[config.mk]
export PLATFORM = sky130hd
export DESIGN_NAME = dual_issue_top
export DESIGN_NICKNAME = d
export VERILOG_FILES = /design/src/isa_pkg.sv /design/src/issue_pkg.sv /design/src/pair_queue.sv /design/src/hazard_check.sv /design/src/issue_stage.sv /design/src/pipe_dispatch.sv /design/src/dual_issue_top.sv
export SDC_FILE = /design/constraint.sdc
export NUM_CORES = 1
export LEC_CHECK = 0
export BUFFER_PORTS_ARGS = -buffer_cell sky130_fd_sc_hd__buf_2
export CORE_MARGIN = 1.5
export CORE_UTILIZATION = 32
export CTS_BUF_LIST = sky130_fd_sc_hd__clkbuf_4 sky130_fd_sc_hd__clkbuf_8
export CTS_CLUSTER_DIAMETER = 40
export DETAILED_ROUTE_END_ITERATION = 6
export GPL_ROUTABILITY_DRIVEN = 0
export SYNTH_ARGS = -nofsm -noshare
export SYNTH_HDL_FRONTEND = slang
export SYNTH_HIERARCHICAL = 1
export SYNTH_SLANG_ARGS = --single-unit
[constraint.sdc]
create_clock -name clk -period 5.5 [get_ports clk]
set_clock_uncertainty 0.2 [all_clocks]
set_input_delay 0.825 -clock clk [delete_from_list [all_inputs] [get_ports clk]]
set_output_delay 0.825 -clock clk [all_outputs]
set_load 0.01 [all_outputs]
[src/isa_pkg.sv]
`default_nettype none

package isa_pkg;

  localparam int inst_width    = 32;
  localparam int opcode_width  = 6;
  localparam int reg_idx_width = 5;

  ///////////////////////////////////////////////////////////////////////
  // instruction fields
  ///////////////////////////////////////////////////////////////////////

  localparam int op_lsb = 26;
  localparam int op_msb = op_lsb + opcode_width - 1;
  localparam int rs_msb = 25;
  localparam int rs_lsb = 21;
  localparam int rt_msb = 20;
  localparam int rt_lsb = 16;
  localparam int rd_msb = 15;
  localparam int rd_lsb = 11;

  // which fields a class reads or writes.
  localparam int mask_width = 3;
  localparam logic [mask_width-1:0] mask_none = 3'b000;
  localparam logic [mask_width-1:0] mask_rs   = 3'b001;
  localparam logic [mask_width-1:0] mask_rt   = 3'b010;
  localparam logic [mask_width-1:0] mask_rd   = 3'b100;

  ///////////////////////////////////////////////////////////////////////
  // opcodes
  ///////////////////////////////////////////////////////////////////////

  typedef enum logic [opcode_width-1:0] {
    op_nop   = 6'h00,
    op_add   = 6'h01,
    op_sub   = 6'h02,
    op_cmp   = 6'h03,
    op_test  = 6'h04,
    op_jr    = 6'h08,  // register jump sits with the reg-reg group.
    op_addi  = 6'h10,
    op_cmpi  = 6'h11,
    op_testi = 6'h12,
    op_lw    = 6'h20,
    op_sw    = 6'h21,
    op_la    = 6'h22,
    op_sa    = 6'h23,
    op_jmp   = 6'h30,
    op_je    = 6'h31
  } opcode_t;

endpackage

`default_nettype wire

[src/issue_pkg.sv]
`default_nettype none

package issue_pkg;

  // execution pipe an instruction needs.
  typedef enum logic [1:0] {
    pipe_any,
    pipe_mem,
    pipe_branch
  } pipe_t;

  localparam int pc_width = 32;
  localparam int id_width = 8;

  ///////////////////////////////////////////////////////////////////////
  // pair queue
  ///////////////////////////////////////////////////////////////////////

  localparam int queue_depth     = 4;
  localparam int queue_ptr_width = $clog2(queue_depth);

endpackage

`default_nettype wire

[src/pair_queue.sv]
`timescale 1ns/1ns
`default_nettype none

module pair_queue
  import isa_pkg::*, issue_pkg::*;
(
  input  wire                   clk,
  input  wire                   reset,
  input  wire                   flush,
  input  wire                   pair_valid,
  output logic                  pair_ready,
  input  wire [inst_width-1:0]  inst0, inst1,
  input  wire [pc_width-1:0]    pc0, pc1,
  input  wire [id_width-1:0]    id0, id1,
  output logic                  head_valid,
  output logic [inst_width-1:0] head_inst0, head_inst1,
  output logic [pc_width-1:0]   head_pc0, head_pc1,
  output logic [id_width-1:0]   head_id0, head_id1,
  input  wire                   pop
);

  logic [inst_width-1:0]      inst0_mem [queue_depth];
  logic [inst_width-1:0]      inst1_mem [queue_depth];
  logic [pc_width-1:0]        pc0_mem [queue_depth];
  logic [pc_width-1:0]        pc1_mem [queue_depth];
  logic [id_width-1:0]        id0_mem [queue_depth];
  logic [id_width-1:0]        id1_mem [queue_depth];
  logic [queue_ptr_width-1:0] wr_ptr;
  logic [queue_ptr_width-1:0] rd_ptr;
  logic [queue_ptr_width:0]   count;
  logic                       push;
  logic                       drop;

  function automatic logic [queue_ptr_width-1:0] next_ptr(
    input logic [queue_ptr_width-1:0] ptr
  );
    return (ptr == queue_ptr_width'(queue_depth - 1)) ? '0 : ptr + 1'b1;
  endfunction

  assign pair_ready = (count != (queue_ptr_width + 1)'(queue_depth));  // back-pressure.
  assign head_valid = (count != '0);
  assign push       = pair_valid && pair_ready;
  assign drop       = pop && head_valid;

  always_ff @(posedge clk) begin
    if (reset || flush) begin
      wr_ptr <= '0;
      rd_ptr <= '0;
      count  <= '0;
    end else begin
      if (push) wr_ptr <= next_ptr(wr_ptr);
      if (drop) rd_ptr <= next_ptr(rd_ptr);
      case ({push, drop})
        2'b10:   count <= count + 1'b1;
        2'b01:   count <= count - 1'b1;
        default: count <= count;  // both or neither.
      endcase
    end
  end

  always_ff @(posedge clk) begin
    if (push) begin
      inst0_mem[wr_ptr] <= inst0;
      inst1_mem[wr_ptr] <= inst1;
      pc0_mem[wr_ptr]   <= pc0;
      pc1_mem[wr_ptr]   <= pc1;
      id0_mem[wr_ptr]   <= id0;
      id1_mem[wr_ptr]   <= id1;
    end
  end

  assign head_inst0 = inst0_mem[rd_ptr];
  assign head_inst1 = inst1_mem[rd_ptr];
  assign head_pc0   = pc0_mem[rd_ptr];
  assign head_pc1   = pc1_mem[rd_ptr];
  assign head_id0   = id0_mem[rd_ptr];
  assign head_id1   = id1_mem[rd_ptr];

endmodule

`default_nettype wire

[src/hazard_check.sv]
`timescale 1ns/1ns
`default_nettype none

module hazard_check
  import isa_pkg::*, issue_pkg::*;
(
  input  wire [inst_width-1:0]    inst_a,
  input  wire [inst_width-1:0]    inst_b,
  input  wire                     b_valid,
  input  wire                     last_load_valid,
  input  wire [reg_idx_width-1:0] last_load_rt,
  output pipe_t                   pipe_a,
  output pipe_t                   pipe_b,
  output logic                    load_use,
  output logic                    split
);

  opcode_t                  op_a;
  opcode_t                  op_b;
  logic [mask_width-1:0]    src_a;
  logic [mask_width-1:0]    src_b;
  logic [mask_width-1:0]    dst_a;
  logic [reg_idx_width-1:0] dst_reg_a;
  logic                     depend;
  logic                     conflict;

  ///////////////////////////////////////////////////////////////////////
  // decode
  ///////////////////////////////////////////////////////////////////////

  function automatic logic [mask_width-1:0] src_of(input opcode_t op);
    case (op)
      op_add, op_sub, op_cmp, op_test, op_sw:    return mask_rs | mask_rt;
      op_addi, op_cmpi, op_testi, op_jr, op_lw:  return mask_rs;
      op_sa:                                     return mask_rt;
      default:                                   return mask_none;
    endcase
  endfunction

  function automatic logic [mask_width-1:0] dst_of(input opcode_t op);
    case (op)
      op_add, op_sub:        return mask_rd;
      op_addi, op_lw, op_la: return mask_rt;
      default:               return mask_none;  // compares only set flags.
    endcase
  endfunction

  function automatic pipe_t pipe_class(input opcode_t op);
    case (op)
      op_lw, op_sw, op_la, op_sa:                               return pipe_mem;
      op_cmp, op_test, op_cmpi, op_testi, op_jr, op_jmp, op_je: return pipe_branch;
      default:                                                  return pipe_any;
    endcase
  endfunction

  function automatic logic reads_reg(input logic [inst_width-1:0]    inst,
                                     input logic [mask_width-1:0]    src,
                                     input logic [reg_idx_width-1:0] r);
    return ((src & mask_rs) != mask_none && inst[rs_msb:rs_lsb] == r) ||
           ((src & mask_rt) != mask_none && inst[rt_msb:rt_lsb] == r);
  endfunction

  assign op_a   = opcode_t'(inst_a[op_msb:op_lsb]);
  assign op_b   = opcode_t'(inst_b[op_msb:op_lsb]);
  assign src_a  = src_of(op_a);
  assign src_b  = src_of(op_b);
  assign dst_a  = dst_of(op_a);
  assign pipe_a = pipe_class(op_a);
  assign pipe_b = pipe_class(op_b);

  ///////////////////////////////////////////////////////////////////////
  // hazards
  ///////////////////////////////////////////////////////////////////////

  assign dst_reg_a = ((dst_a & mask_rd) != mask_none) ? inst_a[rd_msb:rd_lsb]
                                                       : inst_a[rt_msb:rt_lsb];
  assign depend    = (dst_a != mask_none) && reads_reg(inst_b, src_b, dst_reg_a);
  assign conflict  = (pipe_a == pipe_b) && (pipe_a != pipe_any);  // one mem, one br pipe.
  assign split     = b_valid && (depend || conflict);

  assign load_use = last_load_valid &&
                    (reads_reg(inst_a, src_a, last_load_rt) ||
                     (b_valid && reads_reg(inst_b, src_b, last_load_rt)));

endmodule

`default_nettype wire

[src/issue_stage.sv]
`timescale 1ns/1ns
`default_nettype none

module issue_stage
  import isa_pkg::*, issue_pkg::*;
(
  input  wire                   clk,
  input  wire                   reset,
  input  wire                   flush,
  input  wire                   head_valid,
  input  wire [inst_width-1:0]  head_inst0, head_inst1,
  input  wire [pc_width-1:0]    head_pc0, head_pc1,
  input  wire [id_width-1:0]    head_id0, head_id1,
  output logic                  pop,
  output logic                  iss_valid0, iss_valid1,
  output logic [inst_width-1:0] iss_inst0, iss_inst1,
  output logic [pc_width-1:0]   iss_pc0, iss_pc1,
  output logic [id_width-1:0]   iss_id0, iss_id1,
  output pipe_t                 iss_pipe0, iss_pipe1
);

  logic                     held_valid;
  logic [inst_width-1:0]    held_inst;
  logic [pc_width-1:0]      held_pc;
  logic [id_width-1:0]      held_id;
  logic                     last_load_valid;
  logic [reg_idx_width-1:0] last_load_rt;
  logic                     a_valid;
  logic                     b_valid;
  logic                     load_use;
  logic                     split;
  logic                     go;

  function automatic logic is_load(input logic [inst_width-1:0] inst);
    return opcode_t'(inst[op_msb:op_lsb]) inside {op_lw, op_la};
  endfunction

  ///////////////////////////////////////////////////////////////////////
  // candidate select and issue decision
  ///////////////////////////////////////////////////////////////////////

  // a held instruction is older than the head pair.
  assign a_valid   = held_valid || head_valid;
  assign b_valid   = !held_valid && head_valid;
  assign iss_inst0 = held_valid ? held_inst : head_inst0;
  assign iss_pc0   = held_valid ? held_pc : head_pc0;
  assign iss_id0   = held_valid ? held_id : head_id0;
  assign iss_inst1 = head_inst1;
  assign iss_pc1   = head_pc1;
  assign iss_id1   = head_id1;

  hazard_check hazard_check_i (
    .inst_a          (iss_inst0),
    .inst_b          (head_inst1),
    .b_valid         (b_valid),
    .last_load_valid (last_load_valid),
    .last_load_rt    (last_load_rt),
    .pipe_a          (iss_pipe0),
    .pipe_b          (iss_pipe1),
    .load_use        (load_use),
    .split           (split)
  );

  assign go         = a_valid && !load_use;  // load-use gives a bubble.
  assign iss_valid0 = go;
  assign iss_valid1 = go && b_valid && !split;
  assign pop        = go && b_valid;

  always_ff @(posedge clk) begin
    if (reset || flush) begin
      held_valid      <= 1'b0;
      last_load_valid <= 1'b0;
    end else begin
      if (go) held_valid <= pop && split;
      last_load_valid <= (iss_valid0 && is_load(iss_inst0)) ||
                         (iss_valid1 && is_load(iss_inst1));
    end
  end

  always_ff @(posedge clk) begin
    if (pop && split) begin
      held_inst <= head_inst1;
      held_pc   <= head_pc1;
      held_id   <= head_id1;
    end
    if (iss_valid1 && is_load(iss_inst1)) begin
      last_load_rt <= iss_inst1[rt_msb:rt_lsb];
    end else begin
      last_load_rt <= iss_inst0[rt_msb:rt_lsb];  // only read when valid.
    end
  end

endmodule

`default_nettype wire

[src/pipe_dispatch.sv]
`timescale 1ns/1ns
`default_nettype none

module pipe_dispatch
  import isa_pkg::*, issue_pkg::*;
(
  input  wire                   clk,
  input  wire                   reset,
  input  wire                   flush,
  input  wire                   iss_valid0, iss_valid1,
  input  wire [inst_width-1:0]  iss_inst0, iss_inst1,
  input  wire [pc_width-1:0]    iss_pc0, iss_pc1,
  input  wire [id_width-1:0]    iss_id0, iss_id1,
  input  wire pipe_t            iss_pipe0, iss_pipe1,
  output logic                  alu0_valid, alu1_valid, mem_valid, br_valid,
  output logic [inst_width-1:0] alu0_inst, alu1_inst, mem_inst, br_inst,
  output logic [pc_width-1:0]   alu0_pc, alu1_pc, mem_pc, br_pc,
  output logic [id_width-1:0]   alu0_id, alu1_id, mem_id, br_id
);

  logic live0, live1;
  logic alu_hit0, alu_hit1;
  logic mem_hit0, mem_hit1;
  logic br_hit0, br_hit1;

  // nops take no port.
  assign live0    = iss_valid0 && (opcode_t'(iss_inst0[op_msb:op_lsb]) != op_nop);
  assign live1    = iss_valid1 && (opcode_t'(iss_inst1[op_msb:op_lsb]) != op_nop);
  assign alu_hit0 = live0 && (iss_pipe0 == pipe_any);
  assign alu_hit1 = live1 && (iss_pipe1 == pipe_any);
  assign mem_hit0 = live0 && (iss_pipe0 == pipe_mem);
  assign mem_hit1 = live1 && (iss_pipe1 == pipe_mem);
  assign br_hit0  = live0 && (iss_pipe0 == pipe_branch);
  assign br_hit1  = live1 && (iss_pipe1 == pipe_branch);

  always_ff @(posedge clk) begin
    if (reset || flush) begin
      alu0_valid <= 1'b0;
      alu1_valid <= 1'b0;
      mem_valid  <= 1'b0;
      br_valid   <= 1'b0;
    end else begin
      alu0_valid <= alu_hit0 || alu_hit1;
      alu1_valid <= alu_hit0 && alu_hit1;  // second alu op only.
      mem_valid  <= mem_hit0 || mem_hit1;
      br_valid   <= br_hit0 || br_hit1;
    end
  end

  always_ff @(posedge clk) begin
    alu0_inst <= alu_hit0 ? iss_inst0 : iss_inst1;
    alu0_pc   <= alu_hit0 ? iss_pc0 : iss_pc1;
    alu0_id   <= alu_hit0 ? iss_id0 : iss_id1;
    alu1_inst <= iss_inst1;
    alu1_pc   <= iss_pc1;
    alu1_id   <= iss_id1;
    mem_inst  <= mem_hit0 ? iss_inst0 : iss_inst1;
    mem_pc    <= mem_hit0 ? iss_pc0 : iss_pc1;
    mem_id    <= mem_hit0 ? iss_id0 : iss_id1;
    br_inst   <= br_hit0 ? iss_inst0 : iss_inst1;
    br_pc     <= br_hit0 ? iss_pc0 : iss_pc1;
    br_id     <= br_hit0 ? iss_id0 : iss_id1;
  end

endmodule

`default_nettype wire

[src/dual_issue_top.sv]
`timescale 1ns/1ns
`default_nettype none

module dual_issue_top
  import isa_pkg::*, issue_pkg::*;
(
  input  wire                   clk,
  input  wire                   reset,
  input  wire                   flush,
  input  wire                   pair_valid,
  output logic                  pair_ready,
  input  wire [inst_width-1:0]  inst0, inst1,
  input  wire [pc_width-1:0]    pc0, pc1,
  input  wire [id_width-1:0]    id0, id1,
  output logic                  alu0_valid, alu1_valid, mem_valid, br_valid,
  output logic [inst_width-1:0] alu0_inst, alu1_inst, mem_inst, br_inst,
  output logic [pc_width-1:0]   alu0_pc, alu1_pc, mem_pc, br_pc,
  output logic [id_width-1:0]   alu0_id, alu1_id, mem_id, br_id
);

  // queue head.
  logic                  head_valid;
  logic [inst_width-1:0] head_inst0, head_inst1;
  logic [pc_width-1:0]   head_pc0, head_pc1;
  logic [id_width-1:0]   head_id0, head_id1;
  logic                  pop;

  // issued slots, slot 0 older.
  logic                  iss_valid0, iss_valid1;
  logic [inst_width-1:0] iss_inst0, iss_inst1;
  logic [pc_width-1:0]   iss_pc0, iss_pc1;
  logic [id_width-1:0]   iss_id0, iss_id1;
  pipe_t                 iss_pipe0, iss_pipe1;

  pair_queue pair_queue_i (.*);

  issue_stage issue_stage_i (.*);

  pipe_dispatch pipe_dispatch_i (.*);

endmodule

`default_nettype wire

## Word-level counts from Yosys, hierarchy flattened

Memory sizes are Yosys's and may differ from the RTL's. A register that Yosys moved wholly into a read port is not among the register bits.
Index checks and enable logic that the tools add are counted.

| word-level totals | value |
|---|---|
| register bits | 378 |
| bits in writable memories | 576 |
| input bits | 148 |
| output and inout port bits | 293 |
| logic and storage cells | 178 |
| memories kept | 6 |

| cells by class | value |
|---|---|
| add/subtract/negate cells | 4 |
| eq/ne operators | 44 |
| muxes and demuxes | 36 |
| reductions and logical operators | 63 |

Memories:

| name | words | width | rd ports | clocked after memory_dff | write ports | RTL line | text |
|---|---|---|---|---|---|---|---|
| pair_queue_i.inst0_mem | 4 | 32 | 1 | 1 | 1 | pair_queue.sv:22 | `logic [inst_width-1:0] inst0_mem [queue_depth];` |
| pair_queue_i.inst1_mem | 4 | 32 | 1 | 1 | 1 | pair_queue.sv:23 | `logic [inst_width-1:0] inst1_mem [queue_depth];` |
| pair_queue_i.pc0_mem | 4 | 32 | 1 | 1 | 1 | pair_queue.sv:24 | `logic [pc_width-1:0] pc0_mem [queue_depth];` |
| pair_queue_i.pc1_mem | 4 | 32 | 1 | 1 | 1 | pair_queue.sv:25 | `logic [pc_width-1:0] pc1_mem [queue_depth];` |
| pair_queue_i.id0_mem | 4 | 8 | 1 | 1 | 1 | pair_queue.sv:26 | `logic [id_width-1:0] id0_mem [queue_depth];` |
| pair_queue_i.id1_mem | 4 | 8 | 1 | 1 | 1 | pair_queue.sv:27 | `logic [id_width-1:0] id1_mem [queue_depth];` |

Operator list:

| kind | number |
|---|---|
| $mux W32 | 8 |
| $eq A6 B6 Y1 const B | 12 |
| $eq A6 B5 Y1 const B | 6 |
| $mux W8 | 4 |
| $eq A5 B5 Y1 | 6 |
| $logic_and A1 B1 Y1 | 29 |
| $mux W2 | 14 |
| $eq A6 B2 Y1 const B | 4 |
| $reduce_or A5 Y1 | 4 |
| $reduce_or A7 Y1 | 2 |
| $eq A6 B1 Y1 const B | 2 |
| $eq A6 B3 Y1 const B | 2 |
| $eq A6 B4 Y1 const B | 2 |
| $pmux W2 S3 | 2 |
| $pmux W3 S2 | 2 |
| $reduce_bool A6 Y1 | 2 |
| $logic_or A1 B1 Y1 | 11 |
| $eq A2 B2 Y1 const B | 5 |
| $mux W5 | 2 |
| $pmux W2 S2 | 2 |
| $reduce_bool A2 Y1 | 4 |
| $reduce_or A4 Y1 | 2 |
| $eq A2 B1 Y1 const B | 3 |
| $reduce_bool A3 Y1 | 2 |
| other kinds (10) | 15 |

## Depth between registers and ports, before layout

| logic depth | value |
|---|---|
| depth after elaboration | 16 |
| mapped depth | 20 |
| depth with buffers taken out | 17 |

## Modules after synthesis

Netlist, hierarchy kept.

Modules (own cells, without submodules):

| module | times used | cells an instance | area an instance (µm²) | seq. area each (µm²) |
|---|---|---|---|---|
| pair_queue | 1 | 806 | 21219.1 | 17476.8 |
| pipe_dispatch | 1 | 551 | 8688.3 | 5845.6 |
| issue_stage | 1 | 257 | 3898.7 | 2302.2 |
| hazard_check | 1 | 130 | 894.6 | 0.0 |

## Worst setup path before layout

OpenSTA, ideal clock, no wires.

| timing | value |
|---|---|
| kind | flip-flop to flip-flop |
| start point | reg with a tool-made name |
| end point | reg issue_stage_i.held_id[0], enable pin |
| setup time | 0.438 ns |
| arrival time | 5.114 ns |
| data required time | 4.862 ns |
| setup slack | -0.252 ns |
| stages on the path, launching flop included | 14 |
| buffers on the path | 4 |
| clock period less this slack | 5.752 ns |
| path through | dfxtp_1 -> buf_6 -> buf_2 -> mux4_2 -> mux2_2 -> buf_4 -> or2_4 -> or4_4 -> buf_6 -> a2111o_1 -> a21oi_1 -> o2111ai_1 -> o211ai_2 -> and2_1 |

RTL lines:

| element | RTL line | text |
|---|---|---|
| end signal: assignment | issue_stage.sv:84 | `held_id <= head_id1;` |
| end: declaration | issue_stage.sv:25 | `logic [id_width-1:0] held_id;` |

==> metrics.txt <==
fin crit share 0.897; Detailed Route WL about 80000 µm; core area 0.107 mm²; HP Class input pin to flip-flop; CP arrival between 5000 and 6000 ps; PortBufs 440; 1st-iter DRT viols 1078; WP data required ~6000 ps; netlist area before placement between 0.03 and 0.04 mm²; placement-stage worst setup slack a little over 600 ps; synthesized flop and latch total 956; max_cap viols 0; I/O pin count 441; vias per cell around 4.7; power per cell area 372 mW/mm²; post-synthesis async set-or-reset flop share 0; syn avg cell area 19.9 µm²; total nets after synthesis about 1900; Primary FF master, synth edfxtp_1; Max clock buf depth 3; power share of the clock group 0.433; DRC Markers 5; total track usage 0.146; fmax 203 MHz; cell taking the most area after synthesis edfxtp_1; WP buf/inv 2; P_leak 15.3 nW; initial antenna violation count 11; grt ovf 0; synthesis-to-finish area growth 24.2%; CTS resizes 0; Worst-Margin Slew 850 ps; CTS root buf clkbuf_8; Final Critical Period a little under 5000 ps; drt first pass iters 7; # setup viols final 0; final worst slack 564 ps; crit end category flip-flop; Logic pwr share 0.064; placed cells 3470; Sw Pwr 3.49 mW; unrepaired setup endpoints after global routing no; Final Hold Viols 0; postcts setup bufs 0; switching share of power 0.218; Routed Antenna Nets 0; H-tree Lvls 4; outcome finished, violations left; Max stage delay on crit path 590 ps; crit path kind flip-flop to flip-flop; Seq pwr share 0.503; largest net degree at the start of global routing 82; length in cells of the worst reg-to-reg path 17; Post-Layout Cell Count 3925; post-synthesis sequential area ratio 0.738; VDD IR max ~220 µV; R2R Setup Slk between 500 and 600 ps; WL/cell 20.7 µm; Setup crit start kind flip-flop; most common cell after layout, fill and taps aside edfxtp_1; layout net count approximately 2500; final hold slack 264 ps; first-pass GRT wire length 123000 µm; top cells by area, synth edfxtp_1 (56%), dfxtp_1 (18%), mux4_2 (9.3%), mux2_2 (8.8%), buf_4 (1.6%); clock latency on the worst-skew pair 820 ps; Finished Cell Area 0.0431 mm²; critical path's slowest cell dfxtp_4; Post-synth EDFFs about 650; placed cell area around 0.038 mm²; crit-path max FO 19; final total power around 16 mW; Yosys top cell area share 0.561; Die ar. around 0.11 mm²; failing checks design-rule violations; HP Start pair_valid; setup_tns 0 ps; kind of cell adding the most delay to the critical path compound AO/OA/AOI/OAI gates; commonest cells after routing, fill and taps aside edfxtp_1 (648), buf_2 (440), dfxtp_1 (305); Initial Util 0.323; vias in the first global route approximately 20000; Hold Crit Depth 3; HPWL after DPL a little over 50000 µm; Distinct cells, synth 67; Die W about 330 µm; Worst-path clk slew 60 ps; CTS tree yes; worst-path cell chain mux4_2 -> mux2_2 -> or3b_2 -> o311ai_1 -> o211ai_1 -> a2111oi_0 -> a21oi_1 -> a21boi_1 -> nor2_1 -> o31ai_1 -> inv_1 -> ha_1 -> inv_1 -> fa_1 -> xor2_1 -> or3_1 -> a21oi_1; # clock sinks 956; std cell rows 120; Core Util, Final 0.402; internal cell power 12.5 mW; CTS buffer count 164; Max-slew headroom 0.433; vias 18300; critical path depth 17; Die Span Y 332 µm; max-slew violations 0; Mapped Cells 1744; # hold bufs at CTS 147; Syn. warnings 6; share of cells above drive strength 1 0.478
[synthesized netlist by cell type (all sizes together) (3+ instances only)]
library cell and instances:
nor3 9, nand2b 5, or2 3, and2 3, edfxtp 648, o21a 3
xor2 13, a21oi 7, o22ai 5, nor4b 3, and3 7, dfxtp 308
clkbuf 12, xnor2 13, mux4 144, ha 6, or3b 5, buf 130
nand2 15, inv 17, or3 6, mux2i 7, nor2 18, nand4 3
a211oi 6, mux2 293, nand3 9, o21ai 7, nor4 7, a22oi 5
[power by group through the flow]
| stage | registers [mW] | logic (mW) | clock network, mW |
|---|---|---|---|
| after floorplan | 8.29 | 0.470 | 0 |
| after global routing | 8.07 | 1.10 | 7.44 |
| after detailed placement | 8.20 | 0.936 | 0 |
| after CTS | 8.05 | 1.04 | 7.14 |
| after global placement | 8.19 | 0.911 | 0 |
| final | 8.05 | 1.03 | 6.94 |
[worst min-delay path, stage by stage]
cell	delay (ps)
buf_2	130
nand2_1	150
mux2i_1	90
[worst paths after layout]
kind,to
worst max-delay path,pair_queue_i/count[2]
worst min-delay path,pair_queue_i/wr_ptr[0]
worst max register to register,pair_queue_i/count[2]
worst min register to register,pair_queue_i/count[2]
[kinds of logic after synthesis]
group | synth area share
DFF | 0.738
buffers and inverters | 0.0330
adders and majority gates | 0.00274
xor gates and xnor gates | 0.00656
muxes | 0.191
and+or+nand+nor | 0.0177
AOI/OAI and AO/OA | 0.0110
[routing by layer]
| metal | up-vias | wire length, µm | track usage | share of wire |
|---|---|---|---|---|
| met2 | 631 | 39800 | 0.243 | 0.49 |
| met1 | 9401 | 34800 | 0.183 | 0.43 |
| li1 | 8102 | - | - | - |
| met3 | 162 | 4880 | 0.0406 | 0.060 |
| met5 | - | 36 | 0 | 0.00044 |
| met4 | 6 | 1860 | 0.0508 | 0.023 |
[area by class of cell]
cell class                      count  area (µm²)
Fill cell                        9627       64300
Sequential cell                   956       25600
Multi-Input combinational cell    629        7970
Timing Repair Buffer              612        4000
Clock buffer                      252        3100
Tap cell                         1403        1760
Clock inverter                     51         567
Inverter                           17        63.8
Antenna cell                        5        12.5
[sequential cells by signal (all words and copies together), names as in the netlist, 128 cells and up, named ones only]
signal                  cells
pair_queue_i/inst0_mem    128
pair_queue_i/inst1_mem    128
pair_queue_i/pc0_mem      128
pair_queue_i/pc1_mem      128
(Power assumes the default switching activity.)
